**config.mk**
```make
export PLATFORM = sky130hd
export DESIGN_NAME = phold_engine
export DESIGN_NICKNAME = d
export VERILOG_FILES = /design/src/phold_pkg.sv /design/src/event_queue.sv /design/src/phold_cfg_regs.sv /design/src/phold_core.sv /design/src/phold_engine.sv /design/src/rr_arbiter.sv
export VERILOG_INCLUDE_DIRS = /design/src /design/src/include
export SDC_FILE = /design/constraint.sdc
export NUM_CORES = 2
export LEC_CHECK = 0
export ABC_AREA = 0
export ABC_CLOCK_PERIOD_IN_PS = 12300
export BUFFER_PORTS_ARGS = -buffer_cell sky130_fd_sc_hd__buf_2
export CORE_MARGIN = 3
export CORE_UTILIZATION = 25
export DETAILED_ROUTE_END_ITERATION = 12
export PLACE_DENSITY = 0.51
export SLEW_MARGIN = 0
export SYNTH_ARGS = -nofsm -noshare
export SYNTH_HDL_FRONTEND = slang
export SYNTH_SLANG_ARGS = --single-unit
```
**constraint.sdc**
```tcl
create_clock -name clk -period 12.3 [get_ports clk]
set_input_delay 0 -clock clk [delete_from_list [all_inputs] [get_ports clk]]
set_output_delay 0 -clock clk [all_outputs]
set_load 0.01 [all_outputs]
```
**src/include/phold_defs.svh**
```systemverilog
`ifndef PHOLD_DEFS_SVH
`define PHOLD_DEFS_SVH

// Engine sizing
`define PHOLD_NUM_CORE  4
`define PHOLD_CORE_W    2
`define PHOLD_NUM_LP    16
`define PHOLD_LP_W      4
`define PHOLD_TIME_W    16

// Event queue
`define PHOLD_Q_DEPTH   32
`define PHOLD_CNT_W     6

// Event generation
`define PHOLD_SEED_RST  16'hACE1
`define PHOLD_LFSR_MASK 16'hB400
`define PHOLD_GEN_STEPS 8           // Galois steps per generated event

`endif

```
**src/phold_pkg.sv**
```systemverilog
`default_nettype none

package phold_pkg;

	typedef enum logic [1:0] {
		ST_IDLE,
		ST_INIT,                        // Queue clear plus one event per LP
		ST_RUNNING,
		ST_FINISHED                     // Draining the cores
	} engine_state_t;

	typedef enum logic [1:0] {
		CORE_IDLE,
		CORE_GEN,                       // Stepping the LFSR
		CORE_DONE                       // New event waits for commit
	} core_state_t;

	typedef enum logic [1:0] {
		REG_CTRL     = 2'd0,            // Bit 0 starts a run
		REG_END_TIME = 2'd1,
		REG_SEED     = 2'd2,
		REG_STATUS   = 2'd3             // Bit 0 is busy
	} cfg_reg_t;

endpackage

`default_nettype wire

```
**src/event_queue.sv**
```systemverilog
`default_nettype none

`include "phold_defs.svh"

module event_queue (
	input  wire                      clk,
	input  wire                      rst_n,
	input  wire                      clear,
	input  wire                      enq,
	input  wire  [`PHOLD_LP_W-1:0]   enq_lp,
	input  wire  [`PHOLD_TIME_W-1:0] enq_time,
	input  wire                      deq,
	output logic [`PHOLD_LP_W-1:0]   head_lp,
	output logic [`PHOLD_TIME_W-1:0] head_time,
	output logic                     empty,
	output logic                     full,
	output logic [`PHOLD_CNT_W-1:0]  count
);

	localparam int DEPTH = `PHOLD_Q_DEPTH;

	logic [`PHOLD_LP_W-1:0]   q_lp    [DEPTH];
	logic [`PHOLD_TIME_W-1:0] q_time  [DEPTH];
	logic [`PHOLD_LP_W-1:0]   sh_lp   [DEPTH];  // After the head leaves
	logic [`PHOLD_TIME_W-1:0] sh_time [DEPTH];
	logic [`PHOLD_LP_W-1:0]   nx_lp   [DEPTH];  // After the insert
	logic [`PHOLD_TIME_W-1:0] nx_time [DEPTH];
	logic [`PHOLD_CNT_W-1:0]  sh_cnt;
	logic [`PHOLD_CNT_W-1:0]  nx_cnt;
	logic [`PHOLD_CNT_W-1:0]  ins_pos;

	always_comb begin
		for (int i = 0; i < DEPTH - 1; i++) begin
			sh_lp[i]   = deq ? q_lp[i + 1] : q_lp[i];
			sh_time[i] = deq ? q_time[i + 1] : q_time[i];
		end
		sh_lp[DEPTH - 1]   = q_lp[DEPTH - 1];   // Slot is invalid after a dequeue
		sh_time[DEPTH - 1] = q_time[DEPTH - 1];
		sh_cnt = count - `PHOLD_CNT_W'(deq);

		// Insert after every entry with an equal or earlier time
		ins_pos = '0;
		for (int i = 0; i < DEPTH; i++) begin
			if (i < sh_cnt && sh_time[i] <= enq_time) begin
				ins_pos = `PHOLD_CNT_W'(i + 1);
			end
		end

		nx_lp[0]   = (enq && ins_pos == '0) ? enq_lp : sh_lp[0];
		nx_time[0] = (enq && ins_pos == '0) ? enq_time : sh_time[0];
		for (int i = 1; i < DEPTH; i++) begin
			if (!enq || i < ins_pos) begin
				nx_lp[i]   = sh_lp[i];
				nx_time[i] = sh_time[i];
			end else if (i == ins_pos) begin
				nx_lp[i]   = enq_lp;
				nx_time[i] = enq_time;
			end else begin
				nx_lp[i]   = sh_lp[i - 1];
				nx_time[i] = sh_time[i - 1];
			end
		end
		nx_cnt = sh_cnt + `PHOLD_CNT_W'(enq);
	end

	always_ff @(posedge clk or negedge rst_n) begin
		if (!rst_n) begin
			count <= '0;
		end else if (clear) begin
			count <= '0;
		end else begin
			count <= nx_cnt;
		end
	end

	always_ff @(posedge clk) begin
		for (int i = 0; i < DEPTH; i++) begin
			q_lp[i]   <= nx_lp[i];
			q_time[i] <= nx_time[i];
		end
	end

	assign head_lp   = q_lp[0];
	assign head_time = q_time[0];
	assign empty     = (count == '0);
	assign full      = (count == `PHOLD_CNT_W'(DEPTH));

	a_no_overflow: assert property (@(posedge clk) disable iff (!rst_n)
		!(enq && full && !deq && !clear));

	a_no_underflow: assert property (@(posedge clk) disable iff (!rst_n)
		!(deq && empty && !clear));

endmodule

`default_nettype wire

```
**src/phold_cfg_regs.sv**
```systemverilog
`default_nettype none

`include "phold_defs.svh"

module phold_cfg_regs import phold_pkg::*; (
	input  wire                     clk,
	input  wire                     rst_n,
	input  wire                     cfg_wr,
	input  wire  [1:0]              cfg_addr,
	input  wire  [15:0]             cfg_wdata,
	input  wire                     busy,
	output logic [15:0]             cfg_rdata,
	output logic                    start,
	output logic [`PHOLD_TIME_W-1:0] end_time,
	output logic [15:0]             seed
);

	cfg_reg_t reg_sel;

	assign reg_sel = cfg_reg_t'(cfg_addr);

	always_ff @(posedge clk or negedge rst_n) begin
		if (!rst_n) begin
			start    <= 1'b0;
			end_time <= '0;
			seed     <= `PHOLD_SEED_RST;
		end else begin
			// Back-to-back start writes yield a single pulse
			start <= cfg_wr && (reg_sel == REG_CTRL) && cfg_wdata[0] && !busy && !start;
			if (cfg_wr && (reg_sel == REG_END_TIME)) begin
				end_time <= cfg_wdata;
			end
			if (cfg_wr && (reg_sel == REG_SEED)) begin
				seed <= cfg_wdata;
			end
		end
	end

	always_comb begin
		cfg_rdata = '0;
		case (reg_sel)
			REG_END_TIME: cfg_rdata = end_time;
			REG_SEED:     cfg_rdata = seed;
			REG_STATUS:   cfg_rdata[0] = busy;
			default:      cfg_rdata = '0;       // Control reads as zero
		endcase
	end

	// The engine leaves idle only on the edge after the pulse
	a_start_not_busy: assert property (@(posedge clk) disable iff (!rst_n)
		!(start && busy));

endmodule

`default_nettype wire

```
**src/phold_core.sv**
```systemverilog
`default_nettype none

`include "phold_defs.svh"

module phold_core import phold_pkg::*; (
	input  wire                      clk,
	input  wire                      rst_n,
	input  wire                      event_valid,
	input  wire  [`PHOLD_LP_W-1:0]   evt_lp,
	input  wire  [`PHOLD_TIME_W-1:0] evt_time,
	input  wire  [15:0]              seed,
	input  wire                      ack,
	output logic                     idle,
	output logic [`PHOLD_TIME_W-1:0] busy_time,
	output logic                     busy,
	output logic                     gen_vld,
	output logic [`PHOLD_LP_W-1:0]   gen_lp,
	output logic [`PHOLD_TIME_W-1:0] gen_time
);

	localparam int STEP_W = $clog2(`PHOLD_GEN_STEPS + 1);

	core_state_t              state;
	logic [STEP_W-1:0]        step_cnt;
	logic [15:0]              lfsr;
	logic [15:0]              lfsr_load;
	logic [`PHOLD_TIME_W-1:0] ev_time;
	logic                     last_step;

	function automatic logic [15:0] galois_step(input logic [15:0] v);
		galois_step = v[0] ? ((v >> 1) ^ `PHOLD_LFSR_MASK) : (v >> 1);
	endfunction

	// Seed mixed with the event, never the all-zero lock state
	always_comb begin
		lfsr_load = seed ^ evt_time ^ {evt_lp, 12'h000};
		if (lfsr_load == '0) begin
			lfsr_load = seed;
		end
	end

	assign last_step = (step_cnt == STEP_W'(`PHOLD_GEN_STEPS));

	always_ff @(posedge clk or negedge rst_n) begin
		if (!rst_n) begin
			state    <= CORE_IDLE;
			step_cnt <= '0;
		end else begin
			case (state)
				CORE_IDLE: if (event_valid) begin
					state    <= CORE_GEN;
					step_cnt <= '0;
				end
				CORE_GEN: if (last_step) begin
					state <= CORE_DONE;          // One extra cycle after the last step
				end else begin
					step_cnt <= step_cnt + 1'b1;
				end
				CORE_DONE: if (ack) begin
					state <= CORE_IDLE;
				end
				default: state <= CORE_IDLE;
			endcase
		end
	end

	always_ff @(posedge clk) begin
		if (state == CORE_IDLE && event_valid) begin
			ev_time <= evt_time;
			lfsr    <= lfsr_load;
		end else if (state == CORE_GEN && !last_step) begin
			lfsr <= galois_step(lfsr);
		end
	end

	assign idle      = (state == CORE_IDLE);
	assign busy      = !idle;
	assign busy_time = busy ? ev_time : '1;  // Neutral for the minimum
	assign gen_vld   = (state == CORE_DONE);
	assign gen_lp    = lfsr[7:4];
	assign gen_time  = ev_time + `PHOLD_TIME_W'(lfsr[3:0]) + `PHOLD_TIME_W'(1);

	// Dispatch lands only on an idle core and yields a request after fixed latency
	a_gen_latency: assert property (@(posedge clk) disable iff (!rst_n)
		event_valid |-> idle ##(`PHOLD_GEN_STEPS + 2) $rose(gen_vld));

endmodule

`default_nettype wire

```
**src/phold_engine.sv**
```systemverilog
`default_nettype none

`include "phold_defs.svh"

module phold_engine import phold_pkg::*; (
	input  wire                      clk,
	input  wire                      rst_n,
	input  wire                      cfg_wr,
	input  wire  [1:0]               cfg_addr,
	input  wire  [15:0]              cfg_wdata,
	output logic [15:0]              cfg_rdata,
	output logic [`PHOLD_TIME_W-1:0] gvt,
	output logic                     rtn_vld,
	output logic                     disp_vld,
	output logic [`PHOLD_CORE_W-1:0] disp_core,
	output logic [`PHOLD_LP_W-1:0]   disp_lp,
	output logic [`PHOLD_TIME_W-1:0] disp_time,
	output logic                     commit_vld,
	output logic [`PHOLD_CORE_W-1:0] commit_core,
	output logic [`PHOLD_LP_W-1:0]   commit_lp,
	output logic [`PHOLD_TIME_W-1:0] commit_time
);

	localparam int NC = `PHOLD_NUM_CORE;

	engine_state_t            state;
	logic                     busy;
	logic                     start;
	logic [`PHOLD_TIME_W-1:0] end_time;
	logic [15:0]              seed;
	logic [`PHOLD_LP_W:0]     init_cnt;     // 0 clears, 1..NUM_LP enqueue
	logic                     init_enq;
	logic                     q_clear;
	logic                     q_enq;
	logic [`PHOLD_LP_W-1:0]   q_enq_lp;
	logic [`PHOLD_TIME_W-1:0] q_enq_time;
	logic [`PHOLD_LP_W-1:0]   head_lp;
	logic [`PHOLD_TIME_W-1:0] head_time;
	logic                     q_empty;
	logic                     q_full;
	logic [`PHOLD_CNT_W-1:0]  q_count;
	logic [NC-1:0]            disp_gnt;
	logic                     disp_any;
	logic [NC-1:0]            commit_gnt;
	logic                     commit_any;
	logic [NC-1:0]            core_idle;
	logic [NC-1:0]            core_busy;
	logic [NC-1:0]            core_gen_vld;
	logic [NC-1:0]            core_event_valid;
	logic [NC-1:0]            core_ack;
	logic [`PHOLD_TIME_W-1:0] core_btime    [NC];
	logic [`PHOLD_LP_W-1:0]   core_gen_lp   [NC];
	logic [`PHOLD_TIME_W-1:0] core_gen_time [NC];
	logic [`PHOLD_TIME_W-1:0] gvt_min;
	logic                     gvt_ok;
	logic [`PHOLD_TIME_W-1:0] gvt_nxt;
	logic                     all_idle;

	assign busy     = (state != ST_IDLE);
	assign all_idle = &core_idle;

	phold_cfg_regs u_cfg (
		.clk       (clk),
		.rst_n     (rst_n),
		.cfg_wr    (cfg_wr),
		.cfg_addr  (cfg_addr),
		.cfg_wdata (cfg_wdata),
		.busy      (busy),
		.cfg_rdata (cfg_rdata),
		.start     (start),
		.end_time  (end_time),
		.seed      (seed)
	);

	always_ff @(posedge clk or negedge rst_n) begin
		if (!rst_n) begin
			state    <= ST_IDLE;
			init_cnt <= '0;
			gvt      <= '0;
		end else begin
			case (state)
				ST_IDLE: if (start) begin
					state    <= ST_INIT;
					init_cnt <= '0;
					gvt      <= '0;
				end
				ST_INIT: if (init_cnt == (`PHOLD_LP_W + 1)'(`PHOLD_NUM_LP)) begin
					state <= ST_RUNNING;
				end else begin
					init_cnt <= init_cnt + 1'b1;
				end
				ST_RUNNING: begin
					gvt <= gvt_nxt;
					if (gvt > end_time) begin
						state <= ST_FINISHED;
					end
				end
				ST_FINISHED: if (all_idle) begin
					state <= ST_IDLE;
				end
				default: state <= ST_IDLE;
			endcase
		end
	end

	assign rtn_vld = (state == ST_FINISHED) && all_idle;

	// Enqueue source is the initial fill or the granted commit
	assign q_clear    = (state == ST_INIT) && (init_cnt == '0);
	assign init_enq   = (state == ST_INIT) && (init_cnt != '0);
	assign q_enq      = init_enq || commit_vld;
	assign q_enq_lp   = init_enq ? `PHOLD_LP_W'(init_cnt - 1'b1) : commit_lp;
	assign q_enq_time = init_enq ? '0 : commit_time;

	event_queue u_queue (
		.clk       (clk),
		.rst_n     (rst_n),
		.clear     (q_clear),
		.enq       (q_enq),
		.enq_lp    (q_enq_lp),
		.enq_time  (q_enq_time),
		.deq       (disp_vld),
		.head_lp   (head_lp),
		.head_time (head_time),
		.empty     (q_empty),
		.full      (q_full),
		.count     (q_count)
	);

	// Commit wins over dispatch
	assign commit_vld = commit_any && (state == ST_RUNNING || state == ST_FINISHED);
	assign disp_vld   = (state == ST_RUNNING) && !q_empty && disp_any && !commit_vld;
	assign disp_lp    = head_lp;
	assign disp_time  = head_time;
	assign commit_lp   = core_gen_lp[commit_core];
	assign commit_time = core_gen_time[commit_core];

	rr_arbiter disp_arb (
		.clk     (clk),
		.rst_n   (rst_n),
		.req     (core_idle),
		.adv     (disp_vld),
		.gnt     (disp_gnt),
		.gnt_idx (disp_core),
		.any     (disp_any)
	);

	rr_arbiter commit_arb (
		.clk     (clk),
		.rst_n   (rst_n),
		.req     (core_gen_vld),
		.adv     (commit_vld),
		.gnt     (commit_gnt),
		.gnt_idx (commit_core),
		.any     (commit_any)
	);

	for (genvar c = 0; c < NC; c++) begin : gen_core
		assign core_event_valid[c] = disp_vld && disp_gnt[c];
		assign core_ack[c]         = commit_vld && commit_gnt[c];

		phold_core u_core (
			.clk         (clk),
			.rst_n       (rst_n),
			.event_valid (core_event_valid[c]),
			.evt_lp      (head_lp),
			.evt_time    (head_time),
			.seed        (seed),
			.ack         (core_ack[c]),
			.idle        (core_idle[c]),
			.busy_time   (core_btime[c]),
			.busy        (core_busy[c]),
			.gen_vld     (core_gen_vld[c]),
			.gen_lp      (core_gen_lp[c]),
			.gen_time    (core_gen_time[c])
		);
	end

	// Earliest pending time over the queue head and every busy core
	always_comb begin
		gvt_min = '1;
		gvt_ok  = 1'b0;
		if (!q_empty) begin
			gvt_min = head_time;
			gvt_ok  = 1'b1;
		end
		for (int c = 0; c < NC; c++) begin
			if (core_busy[c]) begin
				gvt_ok = 1'b1;
				if (core_btime[c] < gvt_min) begin
					gvt_min = core_btime[c];
				end
			end
		end
		gvt_nxt = gvt_ok ? gvt_min : gvt;
	end

	// New events always land later than the event that made them
	a_gvt_monotonic: assert property (@(posedge clk) disable iff (!rst_n)
		(state == ST_RUNNING) |=> (gvt >= $past(gvt)));

	// The queue never holds more events than there are LPs
	a_queue_bound: assert property (@(posedge clk) disable iff (!rst_n)
		!q_full && (q_count <= `PHOLD_CNT_W'(`PHOLD_NUM_LP)));

endmodule

`default_nettype wire

```
**src/rr_arbiter.sv**
```systemverilog
`default_nettype none

`include "phold_defs.svh"

module rr_arbiter #(
	parameter int N     = `PHOLD_NUM_CORE,
	parameter int IDX_W = `PHOLD_CORE_W
) (
	input  wire              clk,
	input  wire              rst_n,
	input  wire  [N-1:0]     req,
	input  wire              adv,
	output logic [N-1:0]     gnt,
	output logic [IDX_W-1:0] gnt_idx,
	output logic             any
);

	logic [IDX_W-1:0] ptr;              // Highest priority requester

	always_comb begin
		logic [IDX_W-1:0] cand;
		gnt     = '0;
		gnt_idx = '0;
		any     = 1'b0;
		for (int i = 0; i < N; i++) begin
			cand = IDX_W'((int'(ptr) + i) % N);
			if (!any && req[cand]) begin
				any        = 1'b1;
				gnt_idx    = cand;
				gnt[cand]  = 1'b1;
			end
		end
	end

	// Rotate only when the grant is used
	always_ff @(posedge clk or negedge rst_n) begin
		if (!rst_n) begin
			ptr <= '0;
		end else if (adv && any) begin
			ptr <= (int'(gnt_idx) == N - 1) ? '0 : gnt_idx + 1'b1;
		end
	end

	a_gnt_onehot: assert property (@(posedge clk) disable iff (!rst_n)
		$onehot0(gnt) && ((gnt & ~req) == '0));

endmodule

`default_nettype wire

```
==> key figures <==
Synth
  – Area fraction in and, or, nand and nor cells after synthesis: around 12%
  – Yosys top cell area share: roughly a fifth
  – Primary FF master, synth: dfxtp_1
  – Synthesized-area fraction occupied by xor and xnor cells: between 1 and 1.5%
  – Unique cell type count in the Yosys netlist: approximately 110
  – Gate Count Post-Synth: just under 7000
  – Number of synthesized register bits: roughly 860
  – Seq/Total Area, Yosys: a little under a third
  – Mux share of post-synthesis cell area: roughly a quarter
  – Cell taking the most area after synthesis: mux2i_1
  – Leading post-synthesis cells by instance count: 1246 x mux2i_1, 650 x nand2_1, 620 x dfxtp_1
  – Synthesized-area fraction occupied by ao, oa, aoi and oai cells: between 10% and 20%
  – Syn. warnings: 0
  – Library cell with the highest instance count after synthesis: mux2i_1
  – EDFF count, synth: roughly 150
  – Dominant combinational cell family by area after synthesis: multiplexers
  – Post-synthesis instance area: roughly 0.063 sq mm
  – Adder and majority cell fraction of the synthesized area: 12.31%
  – Leading cell types by total area after synthesis: mux2i_1 20%, dfxtp_1 20%, ha_1 12%
  – Syn Nets: between 7000 and 8000
  – Avg Cell Area, Syn: approximately 9 sq um
  – Async SR Flop Fraction: approximately a tenth

Global routing
  – Grt ovf: 0
  – Initial antenna violation count: 6
  – Maximum number of pins on one net before global-route repair: between 100 and 150
  – Global-route wire length before repair: 351.3 mm
  – Overall routing resource usage: between 10% and 20%
  – Number of global-route vias before repair: 53200

Worst setup path
  – Critical path arrival: 11.67 ns
  – Depth of the most critical reg-to-reg path: 25
  – CP startpoint kind: flop
  – Delay of the slowest critical-path stage: just under 1 ns
  – Type of the worst setup path: flop to flop
  – Critical path buffer and inverter count: 2
  – Critical R2R Capture: u_queue.q_time[0][88]
  – Max Fanout on Critical Path: 34
  – Category of cells accounting for the largest share of critical-path delay: simple AND/OR/NAND/NOR gates
  – Capturing element type of the critical path: flop
  – R2R Setup Slk: ~1.3 ns
  – Cell with the largest stage delay on the worst path: or4_1
  – Critical register-to-register path startpoint: commit_arb.ptr[0]
  – CP required: between 10 and 15 ns

Min path
  – Hold Path Class: input pin to flop
  – Worst hold endpoint: u_cfg.seed[1]
  – Hold_sp: cfg_wdata[1]
  – Depth of the worst hold-timing path: 3

STA
  – Hold Fails Final Rpt: 0
  – Relative slew margins: between 10% and 20%
  – Maximum clock rate: between 90 and 100 MHz
  – Actual transition at the worst max-transition pin: 1.207 ns
  – Final TNS setup: 0 ns
  – Ratio of final minimum period to clock period: between 80% and 90%
  – Unrepaired setup endpoints after global routing: no
  – Total of endpoints with negative setup slack in the final report: 0
  – Worst Setup Slack, final: 1.304 ns
  – Worst Hold Slack: 0.04610 ns
  – Time the final worst path needs with I/O delays and setup: approximately 11 ns
  – Number of max-slew violations in the final report: 0
  – Worst clock skew: 0.09477 ns

Outcome
  – Outcome: completed

Die
  – Starting Density: about a quarter
  – Standard cell core area: roughly 0.25 sq mm
  – I/O pin total: 100
  – Die X-Extent: 507.9 microns
  – Die span in y: roughly 510 microns
  – Die ar.: about 0.26 sq mm
  – Number of rows in the core area: 183

Routing
  – Final wirelength: roughly 240 mm
  – Number of design rule violations left after detail routing: 0
  – 1st-iter DRT viols: between 4000 and 5000
  – Number of optimization iterations in the first detailed-route pass: 6
  – Detailed-route via count: approximately 53000
  – Routed length per placed instance: roughly 23 microns
  – Ratio of routed vias to standard cells: 5.159
  – Antenna viol nets, final: 0

Clocking
  – Root Driver: clkbuf_16
  – Setup repair bufs after CTS: 0
  – Number of levels the H-tree was split into: 3
  – Number of CTS-inserted buffers: 108
  – Clock slew at reported path FFs: roughly 0.060 ns
  – Sink count of the clock tree: around 860
  – Buffer depth of the longest clock path: 3
  – TritonCTS clock tree: yes
  – Post-CTS Resized: 0
  – Source-to-sink clock delay at the later pin of the worst-skew pair: approximately 0.8 ns
  – Hold_buf cts: 31

Finish
  – Final-layout fill cell count: 26550
  – Area overhead of the layout relative to synthesis: 13.40%
  – Total Nets Final: 7575
  – Fraction of layout cells with a size suffix above 1: roughly 11%

Placement
  – Pre-CTS worst setup slack: 1.651 ns
  – Input/output buffers: 99
  – RePlAce Congestion: 0.9193
  – Estimated wirelength of the detail-placed design: 171.3 mm

Run
  – Maxcap violations: 0
[tightest hold or removal path: stages]
cell	delay (ns)
dlygate4sd3_1	0.53
buf_2	0.11
mux2_2	0.13
[routing by layer]
metal  wire [microns]  vias up  global-route usage (%)
met1           109200    26320                   24.28
met2           105400     1674                   28.37
met4             7000        0                   4.985
li1                 -    25130                       -
met5                0        -                       0
met3            14250      342                   2.689
[layout make-up]
class | instances | area (sq um) | area share [%]
Tap cell | 3330 | 4167 | 5.835
Inverter | 529 | 2004 | 2.807
Multi-Input combinational cell | 5133 | 40350 | 56.50
Clock buffer | 166 | 3166 | 4.433
Clock inverter | 38 | 389.1 | 0.5449
Sequential cell | 858 | 19120 | 26.77
Antenna cell | 2 | 5.005 | 0.007009
Timing Repair Buffer | 307 | 2210 | 3.094
[cell families (layout without fill, tap and decap cells)]
family | Yosys count | count (layout)
and+or+nand+nor | 1599 | 1599
muxes | 1473 | 1473
AOI/OAI and AO/OA | 1342 | 1342
buffers and inverters | 940 | 1040
DFF | 858 | 858
adders and majority gates | 617 | 617
xor gates and xnor gates | 102 | 102
other | 0 | 2
[through the flow]
stage               area (sq um)  std cells  utilization (%)
floorplan                  62970       6931                -
global placement           67530      10130            27.06
detailed placement         67530      10130            27.06
CTS                        71400      10360            28.61
global route               71400      10360            28.61
finish                     71410      10360            28.61
[cells in the final DEF, fill, tap and decap left out, drive strengths merged, types with 77 or more instances in the layout]
master / count
a21o: 158
nand2: 651
ha: 613
mux2: 224
o21ai: 339
clkbuf: 166
nand4: 109
inv: 520
a21oi: 330
dfrtp: 82
buf: 277
o22ai: 77
nor2b: 77
nand3: 94
edfxtp: 148
mux2i: 1247
dfxtp: 620
nor2: 300
nor3: 80
[registers in the layout, indices dropped and copies added, names as in the netlist]
signal	count
init_cnt	5
gen_core.u_core.step_cnt	16
u_cfg.end_time	16
disp_arb.ptr	2
state	2
u_cfg.start	1
gvt	16
u_queue.q_lp	128
gen_core.u_core.ev_time	64
commit_arb.ptr	2
gen_core.u_core.state	8
u_queue.count	6
u_queue.q_time	512
u_cfg.seed	16
gen_core.u_core.lfsr	64
[worst max-delay path by stage]
| stage | startpoint | cells past startpoint | to | slack (ns) |
|---|---|---|---|---|
| 6_report | commit_arb.ptr[0] | 25 | u_queue.q_time[0][88] | 1.30 |
| 5_1_grt | u_queue.count[2] | 48 | gvt[3] | 0.63 |
| 4_1_cts | u_queue.count[2] | 48 | gvt[15] | 1.57 |
| 3_5_place_dp | u_queue.count[2] | 48 | gvt[15] | 1.65 |
| 3_3_place_gp | u_queue.count[2] | 48 | gvt[2] | 1.24 |
| 2_1_floorplan | u_queue.count[2] | 54 | gvt[11] | 1.72 |
Power is left out: the tool's default activity adds up to more than one toggle a clock period on the data nets, which glitch-free logic cannot reach.
